**config.mk**
```make
export PLATFORM = sky130hd
export DESIGN_NAME = snake_game_top
export DESIGN_NICKNAME = d
export VERILOG_FILES = /design/src/snake_pkg.sv /design/src/snake_game_top.sv /design/src/fruit_keeper.sv /design/src/snake_body.sv /design/src/snake_steering.sv /design/src/snake_control.sv /design/src/button_sync.sv
export VERILOG_INCLUDE_DIRS = /design/src /design/src/include
export SDC_FILE = /design/constraint.sdc
export NUM_CORES = 2
export LEC_CHECK = 0
export CAP_MARGIN = 20
export CORE_ASPECT_RATIO = 1.1
export CORE_UTILIZATION = 45
export CTS_CLUSTER_DIAMETER = 100
export CTS_CLUSTER_SIZE = 10
export DETAILED_ROUTE_END_ITERATION = 8
export DONT_BUFFER_PORTS = 1
export HOLD_SLACK_MARGIN = 0.15
export PLACE_DENSITY = 0.71
export RECOVER_POWER = 100
export SLEW_MARGIN = 20
export SYNTH_ARGS = -nofsm -noshare
export SYNTH_HDL_FRONTEND = slang
export SYNTH_SLANG_ARGS = --single-unit
export TNS_END_PERCENT = 100
```
**constraint.sdc**
```tcl
create_clock -name clock_25 -period 12.6 [get_ports clock_25]
set_input_delay 1.26 -clock clock_25 [delete_from_list [all_inputs] [get_ports clock_25]]
set_output_delay 1.26 -clock clock_25 [all_outputs]
set_load 0.05 [all_outputs]
```
**src/include/snake_cfg.svh**
```systemverilog
// Game configuration macros
// Grid size and field widths
// Start cells of snake and fruit, length limits
// Score wrap value and random generator seeds
`ifndef SNAKE_CFG_SVH
`define SNAKE_CFG_SVH

// Playing field in cells
`define SNAKE_GRID_W      124   // Columns
`define SNAKE_GRID_H      81    // Rows
`define SNAKE_COORD_BITS  7     // Enough for both axes

// Snake length counts the head too
`define SNAKE_LEN_BITS    6
`define SNAKE_LEN_MAX     63    // Saturation point
`define SNAKE_START_LEN   6     // Head plus five segments

// Start cells
`define SNAKE_START_X     8
`define SNAKE_START_Y     40
`define FRUIT_START_X     9     // Right in front of the head
`define FRUIT_START_Y     40

// Score counts 0..99 then wraps
`define SCORE_WRAP        99

// Seeds of the two fruit generators, must be nonzero
`define FRUIT_SEED_X      28
`define FRUIT_SEED_Y      48

`endif
```
**src/snake_pkg.sv**
```systemverilog
// Shared game types
// Grid cell, heading, FSM state encoding
// Control strobes and turn strobes
`default_nettype none

`include "snake_cfg.svh"

package snake_pkg;

    // One grid cell
    typedef struct packed {
        logic [`SNAKE_COORD_BITS-1:0] x;    // Column
        logic [`SNAKE_COORD_BITS-1:0] y;    // Row, 0 is the top
    } cell_t;

    // Absolute travel direction
    typedef enum logic [1:0] {
        HEAD_UP    = 2'd0,
        HEAD_DOWN  = 2'd1,
        HEAD_LEFT  = 2'd2,
        HEAD_RIGHT = 2'd3
    } heading_t;

    // Game FSM states
    typedef enum logic [2:0] {
        IDLE         = 3'd0,
        WAIT         = 3'd1,
        COLLISION    = 3'd2,
        MOVING       = 3'd3,
        MOVE_DONE    = 3'd4,
        EATEN_FRUIT  = 3'd5,
        FRUIT_UPDATE = 3'd6,
        RESET_IDLE   = 3'd7
    } game_state_t;

    // One-cycle strobes from the FSM, at most one high
    typedef struct packed {
        logic move;     // Step head and shift body
        logic grow;     // Length and score up, new candidate fruit
        logic place;    // Redraw fruit if bad
        logic restart;  // Back to start values
    } game_ctrl_t;

    // Button edge strobes
    typedef struct packed {
        logic turn_right;
        logic turn_left;
    } turn_t;

endpackage

`default_nettype wire

```
**src/snake_game_top.sv**
```systemverilog
// Snake game core top level
// Buttons, FSM, steering, body store and fruit keeper
`timescale 1ns/1ps
`default_nettype none

`include "snake_cfg.svh"

module snake_game_top (
    input  wire                        clock_25,
    input  wire                        reset,
    input  wire                        turn_right_button,
    input  wire                        turn_left_button,
    input  wire                        game_tick,
    output snake_pkg::cell_t           head,
    output snake_pkg::cell_t           fruit,
    output logic [`SNAKE_LEN_BITS-1:0] length,
    output logic [6:0]                 score,
    output logic                       started,
    output logic                       game_over
);

    import snake_pkg::*;

    turn_t      presses;    // Edge strobes
    game_ctrl_t ctrl;       // FSM strobes
    heading_t   heading;
    cell_t      neck;
    cell_t      query;      // Fruit cell under test
    logic       head_crash;
    logic       occupied;
    logic       fruit_hit;
    logic       fruit_bad;

    button_sync button_sync_i (
        .clock_25          (clock_25),
        .reset             (reset),
        .turn_right_button (turn_right_button),
        .turn_left_button  (turn_left_button),
        .presses           (presses)
    );

    snake_control snake_control_i (
        .clock_25   (clock_25),
        .reset      (reset),
        .presses    (presses),
        .game_tick  (game_tick),
        .head_crash (head_crash),
        .fruit_hit  (fruit_hit),
        .fruit_bad  (fruit_bad),
        .ctrl       (ctrl),
        .started    (started),
        .game_over  (game_over)
    );

    snake_steering snake_steering_i (
        .clock_25 (clock_25),
        .reset    (reset),
        .presses  (presses),
        .ctrl     (ctrl),
        .started  (started),
        .head     (head),
        .neck     (neck),
        .heading  (heading)
    );

    snake_body snake_body_i (
        .clock_25   (clock_25),
        .reset      (reset),
        .ctrl       (ctrl),
        .heading    (heading),
        .head       (head),
        .neck       (neck),
        .length     (length),
        .head_crash (head_crash),
        .query      (query),
        .occupied   (occupied)
    );

    fruit_keeper fruit_keeper_i (
        .clock_25  (clock_25),
        .reset     (reset),
        .ctrl      (ctrl),
        .head      (head),
        .occupied  (occupied),
        .query     (query),
        .fruit     (fruit),
        .fruit_hit (fruit_hit),
        .fruit_bad (fruit_bad),
        .score     (score)
    );

endmodule

`default_nettype wire

```
**src/fruit_keeper.sv**
```systemverilog
// Fruit position and score
// Two free-running 7-bit LFSRs for candidate cells
// Placement check against the snake and the field, fruit hit
`timescale 1ns/1ps
`default_nettype none

`include "snake_cfg.svh"

module fruit_keeper (
    input  wire                        clock_25,
    input  wire                        reset,
    input  wire snake_pkg::game_ctrl_t ctrl,
    input  wire snake_pkg::cell_t      head,
    input  wire                        occupied,
    output snake_pkg::cell_t           query,
    output snake_pkg::cell_t           fruit,
    output logic                       fruit_hit,
    output logic                       fruit_bad,
    output logic [6:0]                 score
);

    import snake_pkg::*;

    localparam int CB = `SNAKE_COORD_BITS;

    logic [CB-1:0] lfsr_x;
    logic [CB-1:0] lfsr_y;
    cell_t         candidate;

    // x^7 + x^6 + 1 with period 127
    always_ff @(posedge clock_25 or negedge reset) begin
        if (!reset) begin
            lfsr_x <= CB'(`FRUIT_SEED_X);
            lfsr_y <= CB'(`FRUIT_SEED_Y);
        end else begin
            lfsr_x <= {lfsr_x[CB-2:0], lfsr_x[6] ^ lfsr_x[5]};
            lfsr_y <= {lfsr_y[CB-2:0], lfsr_y[6] ^ lfsr_y[5]};
        end
    end

    assign candidate = {lfsr_x, lfsr_y};

    always_ff @(posedge clock_25 or negedge reset) begin
        if (!reset) begin
            fruit.x <= CB'(`FRUIT_START_X);
            fruit.y <= CB'(`FRUIT_START_Y);
            score   <= '0;
        end else if (ctrl.restart) begin
            fruit.x <= CB'(`FRUIT_START_X);             // New game
            fruit.y <= CB'(`FRUIT_START_Y);
            score   <= '0;
        end else if (ctrl.grow) begin
            fruit <= candidate;                         // First draw checked in place
            if (score == 7'(`SCORE_WRAP)) score <= '0;
            else                          score <= score + 7'd1;
        end else if (ctrl.place && fruit_bad) begin
            fruit <= candidate;                         // Redraw
        end
    end

    assign query = fruit;                               // Snake body answers occupied

    // Last row and column are excluded as well
    assign fruit_bad = occupied ||
                       (fruit.x >= CB'(`SNAKE_GRID_W - 1)) ||
                       (fruit.y >= CB'(`SNAKE_GRID_H - 1));

    assign fruit_hit = (fruit == head);

    // Placement done means a legal cell inside the field
    fruit_in_field_a: assert property (@(posedge clock_25) disable iff (!reset)
        $fell(ctrl.place) |-> (fruit.x < CB'(`SNAKE_GRID_W - 1)) &&
                              (fruit.y < CB'(`SNAKE_GRID_H - 1)) && (fruit != head));

endmodule

`default_nettype wire

```
**src/snake_body.sv**
```systemverilog
// Snake head and body store
// Head step with border clamp, body shift up to the length
// Wall and self collision, occupancy lookup for fruit placement
`timescale 1ns/1ps
`default_nettype none

`include "snake_cfg.svh"

module snake_body (
    input  wire                        clock_25,
    input  wire                        reset,
    input  wire snake_pkg::game_ctrl_t ctrl,
    input  wire snake_pkg::heading_t   heading,
    output snake_pkg::cell_t           head,
    output snake_pkg::cell_t           neck,
    output logic [`SNAKE_LEN_BITS-1:0] length,
    output logic                       head_crash,
    input  wire snake_pkg::cell_t      query,
    output logic                       occupied
);

    import snake_pkg::*;

    localparam int CB     = `SNAKE_COORD_BITS;
    localparam int SEGS   = `SNAKE_LEN_MAX - 1;         // Cells behind the head
    localparam int X_LAST = `SNAKE_GRID_W - 1;
    localparam int Y_LAST = `SNAKE_GRID_H - 1;

    cell_t segs [SEGS];     // segs[0] is the neck
    cell_t head_step;
    logic  self_hit;
    logic  wall_hit;

    // Next head cell clamped at the border
    always_comb begin
        head_step = head;
        case (heading)
            HEAD_UP:    if (head.y != '0)         head_step.y = head.y - CB'(1);
            HEAD_DOWN:  if (head.y != CB'(Y_LAST)) head_step.y = head.y + CB'(1);
            HEAD_LEFT:  if (head.x != '0)         head_step.x = head.x - CB'(1);
            HEAD_RIGHT: if (head.x != CB'(X_LAST)) head_step.x = head.x + CB'(1);
            default:    head_step = head;
        endcase
    end

    always_ff @(posedge clock_25 or negedge reset) begin
        if (!reset) begin
            head.x <= CB'(`SNAKE_START_X);
            head.y <= CB'(`SNAKE_START_Y);
            length <= `SNAKE_LEN_BITS'(`SNAKE_START_LEN);
        end else if (ctrl.restart) begin
            head.x <= CB'(`SNAKE_START_X);              // New game
            head.y <= CB'(`SNAKE_START_Y);
            length <= `SNAKE_LEN_BITS'(`SNAKE_START_LEN);
        end else begin
            if (ctrl.move) head <= head_step;
            if (ctrl.grow && length != `SNAKE_LEN_BITS'(`SNAKE_LEN_MAX))
                length <= length + `SNAKE_LEN_BITS'(1); // Saturate at max
        end
    end

    // Body cells laid out by restart
    always_ff @(posedge clock_25) begin
        if (ctrl.restart) begin
            for (int i = 0; i < SEGS; i++) begin
                if (i < `SNAKE_START_LEN - 1) begin
                    segs[i].x <= CB'(`SNAKE_START_X - 1 - i);  // Trail to the left
                    segs[i].y <= CB'(`SNAKE_START_Y);
                end else begin
                    segs[i] <= '1;                      // Empty marker
                end
            end
        end else if (ctrl.move) begin
            segs[0] <= head;
            for (int i = 1; i < SEGS; i++) begin
                if (i < int'(length) - 1) segs[i] <= segs[i-1];
            end
        end
    end

    // Checks against active segments only
    always_comb begin
        self_hit = 1'b0;
        occupied = (query == head);
        for (int i = 0; i < SEGS; i++) begin
            if (i < int'(length) - 1) begin
                self_hit = self_hit | (segs[i] == head);
                occupied = occupied | (segs[i] == query);
            end
        end
    end

    // On a border cell and still heading into it
    assign wall_hit = (head.x == '0          && heading == HEAD_LEFT)  ||
                      (head.x == CB'(X_LAST) && heading == HEAD_RIGHT) ||
                      (head.y == '0          && heading == HEAD_UP)    ||
                      (head.y == CB'(Y_LAST) && heading == HEAD_DOWN);

    assign head_crash = self_hit | wall_hit;
    assign neck       = segs[0];

endmodule

`default_nettype wire

```
**src/snake_steering.sv**
```systemverilog
// Relative steering
// Turn request latch, one turn per move
// Heading register, clockwise for right, counter-clockwise for left
`timescale 1ns/1ps
`default_nettype none

module snake_steering (
    input  wire                        clock_25,
    input  wire                        reset,
    input  wire snake_pkg::turn_t      presses,
    input  wire snake_pkg::game_ctrl_t ctrl,
    input  wire                        started,
    input  wire snake_pkg::cell_t      head,
    input  wire snake_pkg::cell_t      neck,
    output snake_pkg::heading_t        heading
);

    import snake_pkg::*;

    turn_t    turn_req;     // Pending turn until the next move
    heading_t travel;       // Direction of the last step
    heading_t turned;

    // Pending turn
    always_ff @(posedge clock_25 or negedge reset) begin
        if (!reset) begin
            turn_req <= '0;
        end else if (ctrl.restart) begin
            turn_req <= '0;
        end else if (started && (presses.turn_right || presses.turn_left)) begin
            if (presses.turn_right && presses.turn_left) turn_req <= '0;  // Both cancel
            else                                         turn_req <= presses;
        end else if (ctrl.move) begin
            turn_req <= '0;                             // Turn used up
        end
    end

    // Travel direction from head against neck, heading if they coincide
    always_comb begin
        travel = heading;
        if (head.y == neck.y && head.x > neck.x)      travel = HEAD_RIGHT;
        else if (head.y == neck.y && head.x < neck.x) travel = HEAD_LEFT;
        else if (head.x == neck.x && head.y < neck.y) travel = HEAD_UP;
        else if (head.x == neck.x && head.y > neck.y) travel = HEAD_DOWN;
    end

    always_comb begin
        turned = travel;
        case (travel)
            HEAD_UP:    turned = turn_req.turn_right ? HEAD_RIGHT : HEAD_LEFT;
            HEAD_RIGHT: turned = turn_req.turn_right ? HEAD_DOWN  : HEAD_UP;
            HEAD_DOWN:  turned = turn_req.turn_right ? HEAD_LEFT  : HEAD_RIGHT;
            HEAD_LEFT:  turned = turn_req.turn_right ? HEAD_UP    : HEAD_DOWN;
            default:    turned = travel;
        endcase
    end

    always_ff @(posedge clock_25 or negedge reset) begin
        if (!reset)                                     heading <= HEAD_RIGHT;
        else if (ctrl.restart)                          heading <= HEAD_RIGHT;  // Start rightward
        else if (turn_req.turn_right || turn_req.turn_left) heading <= turned;
    end

endmodule

`default_nettype wire

```
**src/snake_control.sv**
```systemverilog
// Game state machine
// Sequencing of start, move, eat, fruit placement and game over
// Moore decode of the control strobes and status levels
`timescale 1ns/1ps
`default_nettype none

module snake_control (
    input  wire                   clock_25,
    input  wire                   reset,
    input  wire snake_pkg::turn_t presses,
    input  wire                   game_tick,
    input  wire                   head_crash,
    input  wire                   fruit_hit,
    input  wire                   fruit_bad,
    output snake_pkg::game_ctrl_t ctrl,
    output logic                  started,
    output logic                  game_over
);

    import snake_pkg::*;

    game_state_t state;
    game_state_t state_next;
    logic        any_press;

    assign any_press = presses.turn_right | presses.turn_left;  // Either button

    // Reset lands in RESET_IDLE so restart is issued once
    always_ff @(posedge clock_25 or negedge reset) begin
        if (!reset) state <= RESET_IDLE;
        else        state <= state_next;
    end

    always_comb begin
        state_next = state;                             // Hold by default
        case (state)
            RESET_IDLE:   state_next = IDLE;
            IDLE:         if (any_press) state_next = WAIT;    // Press only starts
            WAIT:         if (game_tick) state_next = MOVING;
            MOVING:       state_next = MOVE_DONE;
            MOVE_DONE: begin
                // Crash wins over eating
                if (head_crash)     state_next = COLLISION;
                else if (fruit_hit) state_next = EATEN_FRUIT;
                else                state_next = WAIT;
            end
            EATEN_FRUIT:  state_next = FRUIT_UPDATE;
            FRUIT_UPDATE: if (!fruit_bad) state_next = WAIT;   // One redraw per cycle
            COLLISION:    if (any_press) state_next = RESET_IDLE;
            default:      state_next = RESET_IDLE;
        endcase
    end

    // Moore outputs
    always_comb begin
        ctrl         = '0;
        ctrl.move    = (state == MOVING);
        ctrl.grow    = (state == EATEN_FRUIT);
        ctrl.place   = (state == FRUIT_UPDATE);
        ctrl.restart = (state == RESET_IDLE);
    end

    assign started   = state inside {WAIT, MOVING, MOVE_DONE, EATEN_FRUIT, FRUIT_UPDATE};
    assign game_over = (state == COLLISION);

    // Body and fruit logic assume strobes never overlap
    ctrl_onehot_a: assert property (@(posedge clock_25) disable iff (!reset)
        $onehot0(ctrl));

endmodule

`default_nettype wire

```
**src/button_sync.sv**
```systemverilog
// Button input stage
// Two-flop synchroniser for both turn buttons
// Registered rising-edge strobes
`timescale 1ns/1ps
`default_nettype none

module button_sync (
    input  wire              clock_25,
    input  wire              reset,
    input  wire              turn_right_button,
    input  wire              turn_left_button,
    output snake_pkg::turn_t presses
);

    // Bit 1 right button, bit 0 left button
    logic [1:0] raw_buttons;
    logic [1:0] stage_new;  // First flop, newer sample
    logic [1:0] stage_old;  // Second flop, older sample

    assign raw_buttons = {turn_right_button, turn_left_button};

    always_ff @(posedge clock_25 or negedge reset) begin
        if (!reset) begin
            stage_new <= '0;
            stage_old <= '0;
            presses   <= '0;
        end else begin
            stage_new <= raw_buttons;
            stage_old <= stage_new;
            // Rising edge, one cycle per press
            presses.turn_right <= stage_new[1] & ~stage_old[1];
            presses.turn_left  <= stage_new[0] & ~stage_old[0];
        end
    end

endmodule

`default_nettype wire

```
Word-level counts from Yosys, hierarchy flattened
Memories as Yosys holds them, arrays and structs flattened.
Cells that the tools add are included.
{ "totals": {"ff_bits": 68, "mem_bits_rw": 868, "in_bits": 5, "output_inout_bits": 43, "word_cells": 950, "memories": 1} }
{ "op_classes": {"add_sub_neg": 7, "order_cmp": 68, "n_eq_ne": 154, "muxes": 473, "bitwise_logic": 193, "reduce_logical": 38} }
{ "memory_table": {"columns": ["memory", "depth", "width", "rd", "rd_ports_with_merged_regs", "wr", "line", "rtl"], "rows": [
  ["snake_body_i.segs", 62, 14, 62, 0, 62, "snake_body.sv:29", "cell_t segs [SEGS];"]
]} }
{ "op_table": {"columns": ["operator", "n"], "rows": [
  ["$eq 14x14->1", 125],
  ["$lt 7x32->1 const A", 30],
  ["$mux 14", 67],
  ["$lt 6x32->1 const A", 16],
  ["$mux 1", 377],
  ["$lt 5x32->1 const A", 8],
  ["$or 1x1->1", 187],
  ["$lt 4x32->1 const A", 4],
  ["$lt 3x32->1 const A", 2],
  ["$mux 7", 7],
  ["$lt 1x32->1 const A", 1],
  ["$lt 2x32->1 const A", 1],
  ["$pmux 7 s2", 2],
  ["$pmux 3 s8", 1],
  ["$add 7x1->7 const B", 3],
  ["$eq 7x7->1 const B", 3],
  ["$mux 2", 10],
  ["$mux 3", 6],
  ["$eq 7x7->1", 2],
  ["$ge 7x7->1 const B", 2],
  ["$gt 7x7->1", 2],
  ["$logic_not 7->1", 2],
  ["$lt 7x7->1", 2],
  ["$ne 7x7->1 const B", 2],
  ["other kinds (26)", 71]
]} }

Depth between registers and ports, before layout
An unclocked memory read counts as a cell.
{ "depth": {"ltp_word": 132, "mapped_depth": 18, "mapped_depth_nobuf": 12} }

Cells and area by module
A second synthesis with hierarchy kept.
{ "unflattened": {"hier_cells": 5319, "hier_area_um2": 58677.5} }
{ "modules_own_cells": {"columns": ["mod", "n_inst", "cells_per_inst", "area_each_um2", "seq_area_each_um2"], "rows": [
  ["snake_body", 1, 5053, 55946.2, 26571.7],
  ["fruit_keeper", 1, 155, 1709.1, 887.1],
  ["snake_steering", 1, 75, 608.1, 102.6],
  ["snake_control", 1, 28, 236.5, 78.8],
  ["button_sync", 1, 8, 177.7, 150.1]
]} }

Least setup slack after synthesis
OpenSTA, ideal clock, no wires.
{ "synth_path": {"kind": "register to register", "startpoint": "reg snake_body_i.length[0]", "endpoint": "mem snake_body_i.segs[0][518] in the netlist's numbering (enable)", "setup_ns": 0.404, "arrival_time_ns": 4.148, "t_required_ns": 12.196, "setup_slack_ns": 8.047, "path_stages_with_launch": 14, "n_path_buf": 5, "period_less_slack_ns": 4.553, "path_cell_list": "dfrtp_1 -> buf_2 -> buf_2 -> buf_2 -> inv_1 -> ha_1 -> nor4_4 -> nand3_1 -> and2_1 -> buf_2 -> clkbuf_1 -> nor2_1 -> nor2_1 -> o21ai_0"} }
{ "synth_rtl": {"columns": ["element", "line", "rtl"], "rows": [
  ["start: declaration", "snake_body.sv:16", "output logic [`SNAKE_LEN_BITS-1:0] length,"],
  ["start signal: assignment", "snake_body.sv:50", "length <= `SNAKE_LEN_BITS'(`SNAKE_START_LEN);"],
  ["start signal: assignment", "snake_body.sv:54", "length <= `SNAKE_LEN_BITS'(`SNAKE_START_LEN);"],
  ["start signal: assignment", "snake_body.sv:58", "length <= length + `SNAKE_LEN_BITS'(1);"],
  ["end: declaration", "snake_body.sv:29", null]
]} }

Worst setup path after layout
{ "layout_path": {"startpoint": "reg fruit_keeper_i.fruit[0] (netlist name)", "endpoint": "reg fruit_keeper_i.fruit[4] (netlist name)"} }
{ "layout_via": {"elab_chain_cells": 129, "elab_cells_between_ends": 192, "classes_between": "order compare: 1; eq/ne: 63; mux: 62; bitwise: 62; reduce/logical: 4"} }
{ "layout_lines": {"columns": ["element", "line", "rtl"], "rows": [
  ["$eq 14x14->1, on equally long branches", "snake_body.sv:84, snake_body.sv:88", null],
  ["$or 1x1->1", "snake_body.sv:88", "occupied = occupied | (segs[i] == query);"],
  ["$mux 1", "snake_body.sv:86", "if (i < int'(length) - 1) begin"],
  ["$or 1x1->1", "snake_body.sv:88", null],
  ["$mux 1", "snake_body.sv:86", null],
  ["$or 1x1->1", "snake_body.sv:88", null],
  ["$mux 1", "snake_body.sv:86", null],
  ["$or 1x1->1", "snake_body.sv:88", null],
  ["(+113 left out)", null, null],
  ["$or 1x1->1", "snake_body.sv:88", null],
  ["$mux 1", "snake_body.sv:86", null],
  ["$or 1x1->1", "snake_body.sv:88", null],
  ["$mux 1", "snake_body.sv:86", null],
  ["$logic_or 1x1->1", "fruit_keeper.sv:64", "assign fruit_bad = occupied ||"],
  ["$logic_or 1x1->1 (*)", "fruit_keeper.sv:64", null],
  ["$logic_and 1x1->1 (*)", "fruit_keeper.sv:56", "end else if (ctrl.place && fruit_bad) begin"],
  ["$reduce_bool 3->1 (no source line) (*)", null, null]
]} }
Every way passes the cells marked *; elsewhere a longest branch is shown, timed or not.
A chain may end at the register's enable or synchronous reset.

==> impl_metrics.csv <==
group,metric,value,unit
global_route,grt_pass1_wl,294000,um
global_route,antenna_found_initial,2,
clock_tree,cts_root_buffer,"clkbuf_16",
worst_setup_path,path_delay_family,"buffers and inverters",
finish,num-fill-cells,11400,
clock_tree,cts_buffers,103,
synthesis,synth_area,58700,sq um
finish,drive_gt1_share,6.45,%
finish,multiInputGateArea,29000,sq um
clock_tree,cts_hold_buf,0,
worst_setup_path,path_cells,"clkbuf_1 > xnor2_1 > nand4_1 > nor4_1 > a2111oi_0 > nand4_1 > nor4_4 > buf_4 > nor2_1 > a311o_1",
route,drt_iter0_drc,5618,
finish,fin_cells,6863,
worst_setup_path,max_stage_delay,4.64,ns
route,vias,43200,
clock_tree,post_cts_buffers,0,
worst_setup_path,path_max_fanout,53,
die,ioPinCount,48,
placement,globalplace.congestion,1.12,
timing,layout_setup_ws,3.22,ns
clock_tree,clk_pin_slew,0.07,ns
job,cap_violations,59,
worst_setup_path,critPathCaptureType,"flop",
timing,setup_viol,0,
die,dieArea,132000,sq um
timing,period_needed,9.38,ns
die,initial_core_util,45.5,%
route,firstDrtPassIters,8,
timing,tightest_slew,6.58,ns
synthesis,syn_area_per_cell,11.0,sq um
clock_tree,cts_tree,"built",
min_path,hp-class,"in -> async",
synthesis,synthCells,5335,
worst_setup_path,path_common_cell,"nand4_1",
die,core_area,129000,sq um
die,rows,138,
route,vias_per_cell,6.30,
placement,dp_cells,6728,
clock_tree,clkSinkCount,936,
route,drt-total-wl,204000,um
placement,hpwl,133000,um
run_status,status,"finished, violations left",
placement,place_ws,6.83,ns
power,p_leak,0.0193,uW
timing,rsz0062_at_grt,"false",
synthesis,ys_types,101,
route,post-route-drc-count,0,
placement,portBuffers,0,
power,p_total,11700,uW
route,ant_nets,0,
power,ir_worst_vdd,0.263,mV
timing,drv_slew,1311,
timing,hold_violations,0,
worst_setup_path,worstPathArrival,9.98,ns
die,die_x,346,um
finish,mostFrequentLayoutCells,"xor2_1 (1,088), edfxtp_1 (868), xnor2_1 (666)",
timing,finClkSkew,0.0533,ns
global_route,first_global_vias,42000,
finish,final_common_cell,"xor2_1",
finish,seqCellArea,27800,sq um
synthesis,synth_edf_count,868,
timing,tns,0,ns
finish,areaGrowthSynthToFinish,6.66,%
synthesis,ys.flop_type,"edfxtp_1",
global_route,track_usage,30.2,%
power,powerDensity,186,nW/um^2
die,die_h,381,um
clock_tree,h-tree-depth,3,
synthesis,postSynth.asyncResetShare,7.26,%
synthesis,synth_warnings,0,
worst_setup_path,path_class,"reg -> reg",
run_status,violations,"max-capacitance violations, max-slew violations",
timing,finalCritPeriodShare,74.4,%
global_route,grt_max_degree,270,
clock_tree,clk_latency,0.76,ns
worst_setup_path,crit_path_top_delay_cell,"clkbuf_1",
clock_tree,cts_resized,0,
worst_setup_path,path_buf_inv,2,
route,wire_per_inst,29.7,um
clock_tree,clk_path_buf_depth,3,
global_route,overflow,0,
synthesis,yosysSeqAreaShare,47.3,%
synthesis,syn-num-nets,5370,
synthesis,ys_ff_latch,936,
timing,relSlewSlack,-339,%
finish,fin_nets,5189,
worst_setup_path,cp_data_required_time,13.20,ns
worst_setup_path,cp-start-kind,"flop",
timing,max_freq,107,MHz
-- power by group --
part | switching [uW] | internal (uW)
logic | 2960 | 1470
registers | 695 | 3800
clock network | 1240 | 1500
-- registers in the layout (all words and copies together) (netlist names), 3 cells and up --
signal                 count
snake_control_i.state      3
snake_body_i.head         14
snake_body_i.length        6
fruit_keeper_i.lfsr_x      7
fruit_keeper_i.fruit      14
fruit_keeper_i.score       7
fruit_keeper_i.lfsr_y      7
snake_body_i.segs        868
-- cell families (layout without fill, tap and decap cells) --
logic type	Yosys count	in the layout	share of synthesized area, %
muxes	2	2	0.0426
DFF	936	936	47.3
buffers and inverters	443	289	3.30
xor gates and xnor gates	1755	1755	26.2
AOI/OAI and AO/OA	342	342	4.06
and+or+nand+nor	1827	1827	18.4
other	0	2	0
adders and majority gates	30	30	0.665
-- area by class of cell --
type                    count  area share [%]
inverters                  50           0.300
repair buffers            107            1.12
diodes                      2         0.00799
clock inverters             6           0.188
flip-flops and latches    936            44.4
multi-input cells        3956            46.3
clock buffers             126            4.29
well taps                1680            3.36
-- synthesized netlist by cell type (13+ instances only) --
cell | number | area (sq um)
a21oi_1 | 70 | 350
a31oi_1 | 13 | 81.3
and2_1 | 36 | 225
buf_1 | 34 | 128
buf_2 | 188 | 941
clkbuf_1 | 164 | 616
dfrtp_1 | 49 | 1230
dfstp_2 | 19 | 499
edfxtp_1 | 868 | 26100
ha_1 | 28 | 350
inv_1 | 48 | 180
nand2_1 | 97 | 364
nand2b_1 | 429 | 2680
nand3_1 | 93 | 465
nand4_1 | 189 | 1180
nor2_1 | 138 | 518
nor2b_1 | 17 | 106
nor3_1 | 73 | 365
nor4_1 | 290 | 1810
o211ai_1 | 14 | 105
o21a_1 | 13 | 97.6
o21ai_0 | 86 | 430
o22ai_1 | 13 | 81.3
or2_2 | 103 | 644
or3_1 | 301 | 1880
xnor2_1 | 666 | 5830
xor2_1 | 1088 | 9530
-- layer usage --
layer  GRT usage (%)  part of all wire (%)  vias to the layer above
met2            46.1                    44                     2848
met4            17.7                   6.6                        0
met5           0.146                     0                        -
met3            7.22                    12                      689
li1                -                     -                    18300
met1            39.1                    38                    21400
-- final timing paths --
kind                                                     start                                  end  slack [ns]  depth (start not counted)
setup / recovery           fruit_keeper_i.fruit[0]$_DFFE_PN0P_  fruit_keeper_i.fruit[4]$_DFFE_PN0P_        3.22                         10
setup reg to reg           fruit_keeper_i.fruit[0]$_DFFE_PN0P_  fruit_keeper_i.fruit[4]$_DFFE_PN0P_        3.22                         10
max in group asynchronous                                reset   snake_body_i.length[2]$_DFFE_PN1P_       12.19                          0
min in group clock_25       fruit_keeper_i.lfsr_y[4]$_DFF_PN1_   fruit_keeper_i.lfsr_y[5]$_DFF_PN1_        0.37                          0
hold reg to reg             fruit_keeper_i.lfsr_y[4]$_DFF_PN1_   fruit_keeper_i.lfsr_y[5]$_DFF_PN1_        0.37                          0
hold / removal                                           reset   snake_body_i.length[5]$_DFFE_PN0P_        0.19                          0
-- stage by stage --
step	utilization, %	area, sq um	hold slack (ns)
2_1_floorplan	-	58700	0.347
3_3_place_gp	46.5	60000	0.360
3_5_place_dp	46.6	60100	0.365
4_1_cts	48.8	62900	0.156
5_1_grt	48.5	62600	0.188
6_report	48.5	62600	0.194
No activity file was read; power rests on OpenSTA's default activity.
